--- config.mk ---
export PLATFORM = sky130hd
export DESIGN_NAME = phywhisperer_top
export DESIGN_NICKNAME = d
export VERILOG_FILES = /design/src/source/pw_pkg.sv /design/src/source/fe_rx_frontend.sv /design/src/source/pattern_matcher.sv /design/src/source/trigger_gen.sv /design/src/source/capture_ctrl.sv /design/src/source/capture_fifo.sv /design/src/source/phywhisperer_top.sv
export SDC_FILE = /design/constraint.sdc
export NUM_CORES = 1
export LEC_CHECK = 0
export BUFFER_PORTS_ARGS = -buffer_cell sky130_fd_sc_hd__clkbuf_2
export CAP_MARGIN = 20
export CORE_ASPECT_RATIO = 0.5
export CORE_MARGIN = 2
export CORE_UTILIZATION = 60
export CTS_CLUSTER_DIAMETER = 60
export DETAILED_ROUTE_END_ITERATION = 10
export PLACE_DENSITY = 0.82
export SLEW_MARGIN = 30
export SYNTH_ARGS = -nofsm -noshare
export SYNTH_HDL_FRONTEND = slang
export SYNTH_SLANG_ARGS = --single-unit
--- constraint.sdc ---
create_clock -name fe_clk -period 4.9 [get_ports fe_clk]
set_clock_uncertainty 0.1 [all_clocks]
set_input_delay 1.47 -clock fe_clk [delete_from_list [all_inputs] [get_ports fe_clk]]
set_output_delay 1.47 -clock fe_clk [all_outputs]
set_load 0.005 [all_outputs]
--- src/source/pw_pkg.sv ---
package pw_pkg;

   localparam int PATTERN_BYTES_DEF = 4;
   localparam int FIFO_DEPTH_DEF    = 16;
   localparam int TS_WIDTH          = 8;
   localparam int REC_WIDTH         = 18;   // {cmd, timestamp, payload}
   localparam int DELAY_WIDTH       = 16;
   localparam int PULSE_WIDTH       = 16;
   localparam int CAP_LEN_WIDTH     = 12;

   typedef enum logic [1:0] {
      CMD_DATA  = 2'b00,
      CMD_START = 2'b01,
      CMD_END   = 2'b10
   } fe_cmd_e;

   typedef enum logic [1:0] {
      TRIG_IDLE  = 2'b00,
      TRIG_DELAY = 2'b01,
      TRIG_PULSE = 2'b10,
      TRIG_DONE  = 2'b11
   } trig_state_e;

   typedef enum logic {CAP_IDLE = 1'b0, CAP_RUN = 1'b1} cap_state_e;

endpackage

--- src/source/fe_rx_frontend.sv ---
`timescale 1ns/1ps
`default_nettype none

module fe_rx_frontend (
   input  wire        fe_clk,
   input  wire        rst_i,
   input  wire  [7:0] fe_data_i,
   input  wire        fe_rxvalid_i,
   input  wire        fe_rxactive_i,
   output logic       pkt_start_o,
   output logic       byte_stb_o,
   output logic [7:0] byte_data_o,
   output logic [7:0] byte_idx_o,
   output logic       pkt_end_o
);

   logic       rxactive_q;
   logic [7:0] byte_cnt_q;
   logic       rx_rise;
   logic       rx_fall;
   logic       rx_byte;
   logic [7:0] idx_base;

   assign rx_rise  = fe_rxactive_i & ~rxactive_q;
   assign rx_fall  = ~fe_rxactive_i & rxactive_q;
   assign rx_byte  = fe_rxvalid_i & fe_rxactive_i;
   assign idx_base = rx_rise ? 8'd0 : byte_cnt_q;   // new packet restarts the index

   always_ff @(posedge fe_clk) begin
      if (rst_i) begin
         rxactive_q  <= 1'b0;
         byte_cnt_q  <= '0;
         pkt_start_o <= 1'b0;
         byte_stb_o  <= 1'b0;
         byte_idx_o  <= '0;
         pkt_end_o   <= 1'b0;
      end else begin
         rxactive_q  <= fe_rxactive_i;
         pkt_start_o <= rx_rise;
         pkt_end_o   <= rx_fall;
         byte_stb_o  <= rx_byte;
         byte_cnt_q  <= idx_base;
         if (rx_byte) begin
            byte_idx_o <= idx_base;
            if (idx_base != 8'hff) begin   // saturate on very long packets
               byte_cnt_q <= idx_base + 8'd1;
            end
         end
      end
   end

   always_ff @(posedge fe_clk) begin
      if (rx_byte) begin
         byte_data_o <= fe_data_i;
      end
   end

endmodule
`default_nettype wire

--- src/source/pattern_matcher.sv ---
`timescale 1ns/1ps
`default_nettype none

module pattern_matcher import pw_pkg::*; #(
   parameter int PATTERN_BYTES = PATTERN_BYTES_DEF
) (
   input  wire                       fe_clk,
   input  wire                       rst_i,
   input  wire [PATTERN_BYTES*8-1:0] pattern_i,
   input  wire [PATTERN_BYTES*8-1:0] mask_i,
   input  wire                       byte_stb_i,
   input  wire                 [7:0] byte_data_i,
   input  wire                 [7:0] byte_idx_i,
   input  wire                       pkt_start_i,
   input  wire                       enable_i,
   output logic                      match_o
);

   localparam int SEL_W = (PATTERN_BYTES > 1) ? $clog2(PATTERN_BYTES) : 1;

   logic [SEL_W-1:0] sel;
   logic       [7:0] pat_byte;
   logic       [7:0] mask_byte;
   logic             in_window;
   logic             last_byte;
   logic             byte_ok;
   logic             ok_base;
   logic             all_ok_q;   // every leading byte so far matched

   assign sel       = byte_idx_i[SEL_W-1:0];
   assign pat_byte  = pattern_i[sel*8 +: 8];   // byte 0 sits in bits 7:0
   assign mask_byte = mask_i[sel*8 +: 8];
   assign in_window = (32'(byte_idx_i) < PATTERN_BYTES);
   assign last_byte = (32'(byte_idx_i) == PATTERN_BYTES - 1);
   // only bits set in the mask take part
   assign byte_ok   = (((byte_data_i ^ pat_byte) & mask_byte) == 8'h00);
   assign ok_base   = pkt_start_i | all_ok_q;

   always_ff @(posedge fe_clk) begin
      if (rst_i) begin
         all_ok_q <= 1'b0;
         match_o  <= 1'b0;
      end else begin
         match_o <= 1'b0;
         if (byte_stb_i && in_window) begin
            all_ok_q <= ok_base & byte_ok & enable_i;
            if (last_byte) begin
               match_o <= ok_base & byte_ok & enable_i;
            end
         end else if (pkt_start_i) begin
            all_ok_q <= 1'b1;
         end
      end
   end

endmodule
`default_nettype wire

--- src/source/trigger_gen.sv ---
`timescale 1ns/1ps
`default_nettype none

module trigger_gen import pw_pkg::*; (
   input  wire                   fe_clk,
   input  wire                   rst_i,
   input  wire                   arm_i,
   input  wire                   match_i,
   input  wire [DELAY_WIDTH-1:0] delay_i,
   input  wire [PULSE_WIDTH-1:0] width_i,
   output logic                  trig_o,
   output logic                  fired_o
);

   localparam int CNT_W = (DELAY_WIDTH > PULSE_WIDTH) ? DELAY_WIDTH : PULSE_WIDTH;

   trig_state_e      state_q;
   logic [CNT_W-1:0] cnt_q;   // shared by delay and pulse phases

   assign fired_o = (state_q != TRIG_IDLE);

   always_ff @(posedge fe_clk) begin
      if (rst_i) begin
         state_q <= TRIG_IDLE;
         cnt_q   <= '0;
         trig_o  <= 1'b0;
      end else begin
         case (state_q)
            TRIG_IDLE: begin
               if (match_i) begin
                  state_q <= TRIG_DELAY;
                  cnt_q   <= CNT_W'(delay_i);
               end
            end
            TRIG_DELAY: begin
               if (cnt_q == '0) begin
                  state_q <= TRIG_PULSE;
                  cnt_q   <= CNT_W'(width_i - PULSE_WIDTH'(1));
                  trig_o  <= 1'b1;
               end else begin
                  cnt_q <= cnt_q - 1'b1;
               end
            end
            TRIG_PULSE: begin
               if (cnt_q == '0) begin
                  state_q <= TRIG_DONE;
                  trig_o  <= 1'b0;
               end else begin
                  cnt_q <= cnt_q - 1'b1;
               end
            end
            default: begin   // TRIG_DONE waits for re-arm
               if (arm_i) begin
                  state_q <= TRIG_IDLE;
               end
            end
         endcase
      end
   end

   //////////////////////////////////////////////////
   // checks

   a_width_nonzero: assert property (@(posedge fe_clk) disable iff (rst_i)
      (match_i && state_q == TRIG_IDLE) |-> (width_i != '0));

   a_trig_in_pulse: assert property (@(posedge fe_clk) disable iff (rst_i)
      trig_o |-> (state_q == TRIG_PULSE));

endmodule
`default_nettype wire

--- src/source/capture_ctrl.sv ---
`timescale 1ns/1ps
`default_nettype none

module capture_ctrl import pw_pkg::*; (
   input  wire                     fe_clk,
   input  wire                     rst_i,
   input  wire                     arm_i,
   input  wire [CAP_LEN_WIDTH-1:0] capture_len_i,
   input  wire                     pkt_start_i,
   input  wire                     byte_stb_i,
   input  wire               [7:0] byte_data_i,
   input  wire               [7:0] byte_idx_i,
   input  wire                     pkt_end_i,
   input  wire                     fifo_full_i,
   output logic                    capturing_o,
   output logic                    overflow_o,
   output logic                    rec_push_o,
   output logic    [REC_WIDTH-1:0] rec_word_o
);

   cap_state_e               state_q;
   logic [CAP_LEN_WIDTH-1:0] rec_cnt_q;     // records accepted by the FIFO
   logic      [TS_WIDTH-1:0] ts_q;          // cycles since last record
   logic               [7:0] pkt_bytes_q;
   logic                     written;
   logic                     last_write;
   logic                     event_seen;
   fe_cmd_e                  cmd;
   logic               [7:0] payload;

   assign written     = rec_push_o & ~fifo_full_i;
   assign last_write  = written && (rec_cnt_q + 1'b1 == capture_len_i);
   assign event_seen  = pkt_start_i | byte_stb_i | pkt_end_i;
   assign capturing_o = (state_q == CAP_RUN);

   // start wins; utmi raises rxvalid only after the first rxactive cycle
   always_comb begin
      if (pkt_start_i) begin
         cmd     = CMD_START;
         payload = 8'h00;
      end else if (pkt_end_i) begin
         cmd     = CMD_END;
         payload = pkt_bytes_q;
      end else begin
         cmd     = CMD_DATA;
         payload = byte_data_i;
      end
   end

   always_ff @(posedge fe_clk) begin
      if (rst_i) begin
         state_q    <= CAP_IDLE;
         rec_cnt_q  <= '0;
         ts_q       <= '0;
         overflow_o <= 1'b0;
         rec_push_o <= 1'b0;
      end else begin
         rec_push_o <= 1'b0;
         if (ts_q != '1) ts_q <= ts_q + 1'b1;   // saturating
         if (written) rec_cnt_q <= rec_cnt_q + 1'b1;
         if (rec_push_o && fifo_full_i) overflow_o <= 1'b1;   // sticky
         if (arm_i) begin
            state_q    <= CAP_RUN;
            rec_cnt_q  <= '0;
            overflow_o <= 1'b0;
            ts_q       <= TS_WIDTH'(1);
         end else if (state_q == CAP_RUN) begin
            if (last_write) begin
               state_q <= CAP_IDLE;   // no new record on the closing edge
            end else if (event_seen) begin
               rec_push_o <= 1'b1;
               ts_q       <= TS_WIDTH'(1);
            end
         end
      end
   end

   always_ff @(posedge fe_clk) begin
      if (pkt_start_i) begin
         pkt_bytes_q <= '0;
      end else if (byte_stb_i) begin
         pkt_bytes_q <= (byte_idx_i == 8'hff) ? 8'hff : byte_idx_i + 8'd1;
      end
      if (event_seen) begin
         rec_word_o <= {cmd, ts_q, payload};
      end
   end

   a_no_push_idle: assert property (@(posedge fe_clk) disable iff (rst_i)
      rec_push_o |-> (state_q == CAP_RUN));

endmodule
`default_nettype wire

--- src/source/capture_fifo.sv ---
`timescale 1ns/1ps
`default_nettype none

module capture_fifo import pw_pkg::*; #(
   parameter int FIFO_DEPTH = FIFO_DEPTH_DEF
) (
   input  wire                  fe_clk,
   input  wire                  rst_i,
   input  wire                  push_i,
   input  wire  [REC_WIDTH-1:0] push_data_i,
   input  wire                  rec_ready_i,
   output logic                 full_o,
   output logic                 rec_valid_o,
   output logic [REC_WIDTH-1:0] rec_data_o
);

   localparam int PTR_W = (FIFO_DEPTH > 1) ? $clog2(FIFO_DEPTH) : 1;
   localparam int CNT_W = $clog2(FIFO_DEPTH + 1);

   logic [REC_WIDTH-1:0] mem_q [FIFO_DEPTH];
   logic     [PTR_W-1:0] wr_ptr_q;
   logic     [PTR_W-1:0] rd_ptr_q;
   logic     [CNT_W-1:0] count_q;
   logic                 do_push;
   logic                 do_pop;

   function automatic logic [PTR_W-1:0] ptr_inc(input logic [PTR_W-1:0] ptr);
      return (ptr == PTR_W'(FIFO_DEPTH - 1)) ? '0 : ptr + 1'b1;
   endfunction

   assign full_o      = (count_q == CNT_W'(FIFO_DEPTH));
   assign rec_valid_o = (count_q != '0);
   assign rec_data_o  = mem_q[rd_ptr_q];   // held until popped
   assign do_push     = push_i & ~full_o;  // push on full is dropped
   assign do_pop      = rec_valid_o & rec_ready_i;

   always_ff @(posedge fe_clk) begin
      if (rst_i) begin
         wr_ptr_q <= '0;
         rd_ptr_q <= '0;
         count_q  <= '0;
      end else begin
         if (do_push) wr_ptr_q <= ptr_inc(wr_ptr_q);
         if (do_pop) rd_ptr_q <= ptr_inc(rd_ptr_q);
         case ({do_push, do_pop})
            2'b10:   count_q <= count_q + 1'b1;
            2'b01:   count_q <= count_q - 1'b1;
            default: count_q <= count_q;
         endcase
      end
   end

   always_ff @(posedge fe_clk) begin
      if (do_push) mem_q[wr_ptr_q] <= push_data_i;
   end

   a_count_bound: assert property (@(posedge fe_clk) disable iff (rst_i)
      count_q <= CNT_W'(FIFO_DEPTH));

endmodule
`default_nettype wire

--- src/source/phywhisperer_top.sv ---
`timescale 1ns/1ps
`default_nettype none

module phywhisperer_top import pw_pkg::*; #(
   parameter int PATTERN_BYTES = PATTERN_BYTES_DEF,
   parameter int FIFO_DEPTH    = FIFO_DEPTH_DEF
) (
   input  wire                       fe_clk,
   input  wire                       rst_i,
   input  wire                 [7:0] fe_data_i,
   input  wire                       fe_rxvalid_i,
   input  wire                       fe_rxactive_i,
   input  wire                       arm_i,
   input  wire [PATTERN_BYTES*8-1:0] pattern_i,
   input  wire [PATTERN_BYTES*8-1:0] mask_i,
   input  wire     [DELAY_WIDTH-1:0] delay_i,
   input  wire     [PULSE_WIDTH-1:0] width_i,
   input  wire   [CAP_LEN_WIDTH-1:0] capture_len_i,
   input  wire                       rec_ready_i,
   output logic                      trig_o,
   output logic                      capturing_o,
   output logic                      overflow_o,
   output logic                      rec_valid_o,
   output logic      [REC_WIDTH-1:0] rec_data_o
);

   //////////////////////////////////////////////////
   // stage-to-stage strobes

   logic                 pkt_start;
   logic                 byte_stb;
   logic           [7:0] byte_data;
   logic           [7:0] byte_idx;
   logic                 pkt_end;
   logic                 match;
   logic                 fired;
   logic                 rec_push;
   logic [REC_WIDTH-1:0] rec_word;
   logic                 fifo_full;

   fe_rx_frontend u_fe_rx_frontend (
      .fe_clk        (fe_clk),
      .rst_i         (rst_i),
      .fe_data_i     (fe_data_i),
      .fe_rxvalid_i  (fe_rxvalid_i),
      .fe_rxactive_i (fe_rxactive_i),
      .pkt_start_o   (pkt_start),
      .byte_stb_o    (byte_stb),
      .byte_data_o   (byte_data),
      .byte_idx_o    (byte_idx),
      .pkt_end_o     (pkt_end)
   );

   pattern_matcher #(
      .PATTERN_BYTES (PATTERN_BYTES)
   ) u_pattern_matcher (
      .fe_clk        (fe_clk),
      .rst_i         (rst_i),
      .pattern_i     (pattern_i),
      .mask_i        (mask_i),
      .byte_stb_i    (byte_stb),
      .byte_data_i   (byte_data),
      .byte_idx_i    (byte_idx),
      .pkt_start_i   (pkt_start),
      .enable_i      (capturing_o & ~fired),   // one trigger per arm
      .match_o       (match)
   );

   trigger_gen u_trigger_gen (
      .fe_clk        (fe_clk),
      .rst_i         (rst_i),
      .arm_i         (arm_i),
      .match_i       (match),
      .delay_i       (delay_i),
      .width_i       (width_i),
      .trig_o        (trig_o),
      .fired_o       (fired)
   );

   capture_ctrl u_capture_ctrl (
      .fe_clk        (fe_clk),
      .rst_i         (rst_i),
      .arm_i         (arm_i),
      .capture_len_i (capture_len_i),
      .pkt_start_i   (pkt_start),
      .byte_stb_i    (byte_stb),
      .byte_data_i   (byte_data),
      .byte_idx_i    (byte_idx),
      .pkt_end_i     (pkt_end),
      .fifo_full_i   (fifo_full),
      .capturing_o   (capturing_o),
      .overflow_o    (overflow_o),
      .rec_push_o    (rec_push),
      .rec_word_o    (rec_word)
   );

   capture_fifo #(
      .FIFO_DEPTH    (FIFO_DEPTH)
   ) u_capture_fifo (
      .fe_clk        (fe_clk),
      .rst_i         (rst_i),
      .push_i        (rec_push),
      .push_data_i   (rec_word),
      .rec_ready_i   (rec_ready_i),
      .full_o        (fifo_full),
      .rec_valid_o   (rec_valid_o),
      .rec_data_o    (rec_data_o)
   );

endmodule
`default_nettype wire

Yosys cells after proc, flatten, opt, wreduce, memory -nomap -nowiden
Memories as Yosys holds them, arrays and structs flattened. A register that Yosys moved wholly into a read port is not among the register bits.
Cells that the tools add are included.
{"block": "totals", "reg_bits": 111, "latch_bits": 0, "ram_bits": 288, "rom_bits": 0, "in_bits": 122, "output_inout_bits": 22, "word_cells": 129, "mem_count": 1}
{"memory": "u_capture_fifo.mem_q", "depth": 16, "width": 18, "rd": 1, "rd_clocked_by_memory_dff": 1, "wr": 1, "line": "capture_fifo.sv:20", "rtl": "logic [REC_WIDTH-1:0] mem_q [FIFO_DEPTH];"}
{"block": "op_classes", "addsub": 10, "n_mul": 0, "div_mod_pow": 0, "n_lt_le_gt_ge": 1, "n_eq_ne": 16, "n_shift": 2, "mux": 36, "n_bitwise": 20, "reduce_logical": 19}
{"op": "8-bit 2-to-1 mux", "n": 9}
{"op": "32-bit by 6-bit variable part select with 8-bit output", "n": 2}
{"op": "16-bit 2-to-1 mux", "n": 3}
{"op": "16-bit case mux with 3 select lines", "n": 1}
{"op": "16-bit by 1-bit subtractor with 16-bit output, second input constant", "n": 2}
{"op": "8-bit by 1-bit adder with 8-bit output, second input constant", "n": 3}
{"op": "16-bit logical NOT", "n": 1}
{"op": "4-bit 2-to-1 mux", "n": 4}
{"op": "8-bit != test, second input constant", "n": 2}
{"op": "12-bit by 1-bit adder with 12-bit output, second input constant", "n": 1}
{"op": "12-bit == test", "n": 1}
{"op": "1-bit 2-to-1 mux", "n": 11}
{"op": "2-bit 2-to-1 mux", "n": 5}
{"op": "5-bit case mux with 2 select lines", "n": 1}
{"op": "4-bit by 1-bit adder with 4-bit output, second input constant", "n": 2}
{"op": "1-bit AND", "n": 8}
{"op": "8-bit AND", "n": 1}
{"op": "4-bit == test, second input constant", "n": 2}
{"op": "8-bit by 2-bit == test with 1-bit output, second input constant", "n": 1}
{"op": "8-bit == test, second input constant", "n": 1}
{"op": "8-bit logical NOT", "n": 1}
{"op": "8-bit by 3-bit < comparator with 1-bit output, second input constant", "n": 1}
{"op": "2-bit nonzero test", "n": 4}
{"op": "8-bit XOR", "n": 1}
{"op": "21 further kinds", "n": 36}

Depth between registers and ports, before layout
{"block": "depth", "word_depth": 7, "mapped_depth": 13}

Modules after synthesis
Synthesis repeated with hierarchy kept, for this count alone.
{"block": "unflattened", "hier_cells": 1208, "hier_area_um2": 17611.9}
{"mod": "capture_fifo", "instances": 1, "cells_each": 567, "area_per_inst_um2": 11821.3}
{"mod": "capture_ctrl", "instances": 1, "cells_each": 245, "area_per_inst_um2": 2419.8}
{"mod": "trigger_gen", "instances": 1, "cells_each": 216, "area_per_inst_um2": 1696.6}
{"mod": "fe_rx_frontend", "instances": 1, "cells_each": 93, "area_per_inst_um2": 1017.2}
{"mod": "pattern_matcher", "instances": 1, "cells_each": 86, "area_per_inst_um2": 643.1}
{"mod": "phywhisperer_top", "instances": 1, "cells_each": 1, "area_per_inst_um2": 13.8}

Worst setup path after synthesis
No wires, ideal clock.
{"block": "synth_path", "path_type": "register -> output", "startpoint": "reg (tool-made name)", "endpoint": "out rec_data_o[0]", "arrival_ns": 1.884, "t_required_ns": 3.330, "path_slack_ns": 1.446, "path_stages_with_launch": 5, "n_path_buf": 2, "path_cell_list": "dfxtp_1 -> clkbuf_1 -> buf_2 -> mux4_2 -> mux4_2"}
{"element": "end, declared", "line": "phywhisperer_top.sv:24", "rtl": "output logic [REC_WIDTH-1:0] rec_data_o"}

==> summary.md <==
| Metric | Value |
|---|---|
| Cts repair resizes | 0 |
| Max Slew Vio Count | 0 |
| First-pass GRT wire length | 65,800 um |
| Top_reg_cell synth | edfxtp_1 |
| Critical path buffers and inverters | 2 |
| Comb power frac | 0.045 |
| Synth unique cells | 77 |
| Largest family of logic cells by synthesized area | multiplexers |
| WHS Endpoint | u_fe_rx_frontend.pkt_start_o |
| Area contributors post-synth | edfxtp_1 54%, mux4_2 12%, dfxtp_1 10% |
| Setup crit end kind | primary output |
| Worst-Margin Slew | 935 ps |
| Met2 wire len | 21,300 um |
| Fin cells | 1,709 |
| Critical R2R Capture | u_capture_fifo.count_q[4] |
| Hold Path Cell Cnt | 1 |
| Post-placement cell count | 1,641 |
| Final hold violation count | 0 |
| TritonCTS clock tree | yes |
| Reg2reg start | u_capture_fifo.count_q[0] |
| Final Util | 0.690 |
| Via Count | 10,991 |
| Seq/Total Area, Yosys | 0.644 |
| Area share of the largest cell type after synthesis | 0.542 |
| P&R area growth vs syn | 13.9% |
| Syn_area_per_cell | 15.2 um^2 |
| Pint | 5570 uW |
| Syn Nets | 1,288 |
| Initial core utilization | 0.605 |
| Commonest cells after routing, fill and taps aside | 314 x edfxtp_1, 143 x clkbuf_2, 94 x mux4_2, 92 x nor2_1, 87 x dfxtp_1 |
| Setup bufs post-CTS | 0 |
| Outcome | finished clean |
| Initial antenna violation count | 3 |
| Area leader, netlist | edfxtp_1 |
| Clock network power share | 0.413 |
| Post-synth ARST share | 0 |
| RSZ-0062 raised after global routing | false |
| EDFF count, synth | 314 |
| CP required | 3330 ps |
| Crit-path max cell delay | 800 ps |
| Synth Area in Adders | 0.0148 |
| CP Cell Sequence | buf_12 -> mux4_2 -> mux4_2 -> clkbuf_2 |
| Final min period | 4360 ps |
| WL met3 | 3760 um |
| Highest Signal Layer | met4 |
| Clock transition at path regs | 60 ps |
| Port bufs | 143 |
| Die width | 245 um |
| GRT Total Usage | 0.289 |
| Compound-Gate Fraction of Synth Area | 0.0580 |
| Crit-path max FO | 32 |
| Setup tns final | 0 ps |
| H-tree levels | 2 |
| DRC | 0 |
| Total of max-cap violations | 0 |
| Setup violators final | 0 |
| Share of cells above drive strength 1 | 0.273 |
| Sequential power share | 0.542 |
| Final period util | 0.890 |
| Simple logic cell fraction of the synthesized area | 0.0859 |
| Nets | 1,430 |
| Crit Path Category | flop to primary output |
| Max Buffers Root-to-Sink | 3 |
| Commonest non-fill, non-tap cell in the layout | edfxtp_1 |
| Clock sink count | 403 |
| Final worst slack | 538 ps |
| Worst slack, placed | 1060 ps |
| Post-route ant nets | 0 |
| F_max | 0.229 GHz |
| P_sw | 1480 uW |
| Slowest-stage cell, CP | dfxtp_4 |
| Mapped Area | 17,400 um^2 |
| WL per Instance | 25.1 um |
| Mux contribution to synthesized area | 0.130 |
| Post-Synth XOR/XNOR Area | 0.0467 |
| Worst min-delay path class | flop to flop |
| Dpl hpwl | 25,600 um |
| Core area | 28,700 um^2 |
| Sw Ratio | 0.210 |
| Grt total ovfl | 0 |
| Leak Pwr | 0.00659 uW |
| Post-route met1 wirelength | 16,700 um |
| Maximum VDD drop | 0.000231 V |
| Critical path data arrival time | 2790 ps |
| FILL cells | 1,812 |
| I/O pin total | 144 |
| Internal reg-to-reg setup slack | 1370 ps |
| Slew Limit Headroom | 0.376 |
| Drt total wl | 42,900 um |
| Vias in the first global route | 10,995 |
| CTS Buf Count | 36 |
| Vias per inst | 6.43 |
| Synth warn | 0 |
| CP dominant cell by count | mux4_2 |
| Root Driver | clkbuf_16 |
| Largest net degree at the start of global routing | 53 |
| Site Rows | 44 |
| Post-Syn Instances | 1,146 |
| Final hold slack | 355 ps |
| Hold buffer count at CTS | 0 |
| Die height | 124 um |
| R2R depth | 12 |
| Seq cells post-synth | 403 |
| Pwr per Cell Area | 355 nW/um^2 |
| Worst min-delay path startpoint | u_fe_rx_frontend.rxactive_q |
| Die ar. | 30,500 um^2 |
| First-pass DRT Iterations | 5 |
| GP Congestion | 0.894 |
| CP startpoint kind | flop |
| Crit path max-delay family | multiplexers |
| Starting DRT DRC Count | 1,177 |
| Worst-Skew Late Latency | 530 ps |
state kept, by name, indices dropped and copies added (netlist names), 2 cells and up, named ones only:
register / cells
u_capture_ctrl.pkt_bytes_q: 8
u_capture_ctrl.rec_cnt_q: 12
u_capture_ctrl.rec_word_o: 18
u_capture_ctrl.ts_q: 8
u_capture_fifo.count_q: 5
u_capture_fifo.mem_q: 288
u_capture_fifo.rd_ptr_q: 4
u_capture_fifo.wr_ptr_q: 4
u_fe_rx_frontend.byte_cnt_q: 8
u_fe_rx_frontend.byte_data_o: 8
u_fe_rx_frontend.byte_idx_o: 8
u_trigger_gen.cnt_q: 16
u_trigger_gen.state_q: 2
cells in the mapped netlist (6+ instances only):
library cell / instances
edfxtp_1: 314
a21oi_1: 36
mux2i_1: 14
nor4_1: 8
dfxtp_1: 89
o21ai_0: 11
nor3_1: 38
o221ai_1: 6
xor2_1: 54
clkbuf_1: 41
a211oi_1: 9
ha_1: 19
xnor2_1: 36
nand2_1: 54
inv_1: 24
and3_1: 6
a22oi_1: 8
mux4_2: 94
nor2_1: 104
nor2b_1: 6
nand4_1: 13
a31oi_1: 8
or3_1: 9
a32o_1: 6
buf_2: 13
nand3_1: 28
cell families (layout without fill, tap and decap cells):
family | after synthesis | after routing
DFF | 403 | 403
AOI/OAI and AO/OA | 135 | 135
buffers and inverters | 88 | 257
other | 0 | 3
adders and majority gates | 20 | 20
and+or+nand+nor | 301 | 301
xor gates and xnor gates | 91 | 91
muxes | 108 | 108
routing by layer:
metal,up-vias,global-route usage
met3,77,0.0504
li1,4727,-
met1,5527,0.394
met5,-,0
met2,660,0.479
met4,0,0.0900
power by group through the flow:
stage	combinational, uW	clock [uW]	sequential (uW)
finish	320	2910	3810
global route	346	3050	3820
CTS	320	2920	3810
detailed placement	314	0	3890
global placement	300	0	3880
floorplan	222	0	3830
cell type report:
type	instances	area, um^2	share of cell area
diodes	3	7.51	0.000379
clock inverters	20	230	0.0116
clock buffers	45	966	0.0487
well taps	391	489	0.0247
flip-flops and latches	403	11200	0.566
multi-input cells	655	5890	0.297
inverters	26	97.6	0.00492
repair buffers	166	926	0.0467
per-stage QoR:
stage / power (uW) / cell area, um^2
3_5_place_dp: 4200 / 18600
4_1_cts: 7060 / 19800
2_1_floorplan: 4050 / 17400
5_1_grt: 7220 / 19800
3_3_place_gp: 4180 / 18600
6_report: 7040 / 19800
worst max-delay path by stage:
stage / to / slack, ps / cells past startpoint
6_report: rec_data_o[17] / 540 / 4
5_1_grt: rec_data_o[17] / 380 / 4
4_1_cts: rec_data_o[17] / 450 / 4
3_5_place_dp: rec_data_o[17] / 1060 / 4
3_3_place_gp: rec_data_o[17] / 1090 / 4
2_1_floorplan: rec_data_o[0] / 1450 / 4
No activity file was read; power rests on OpenSTA's default activity.
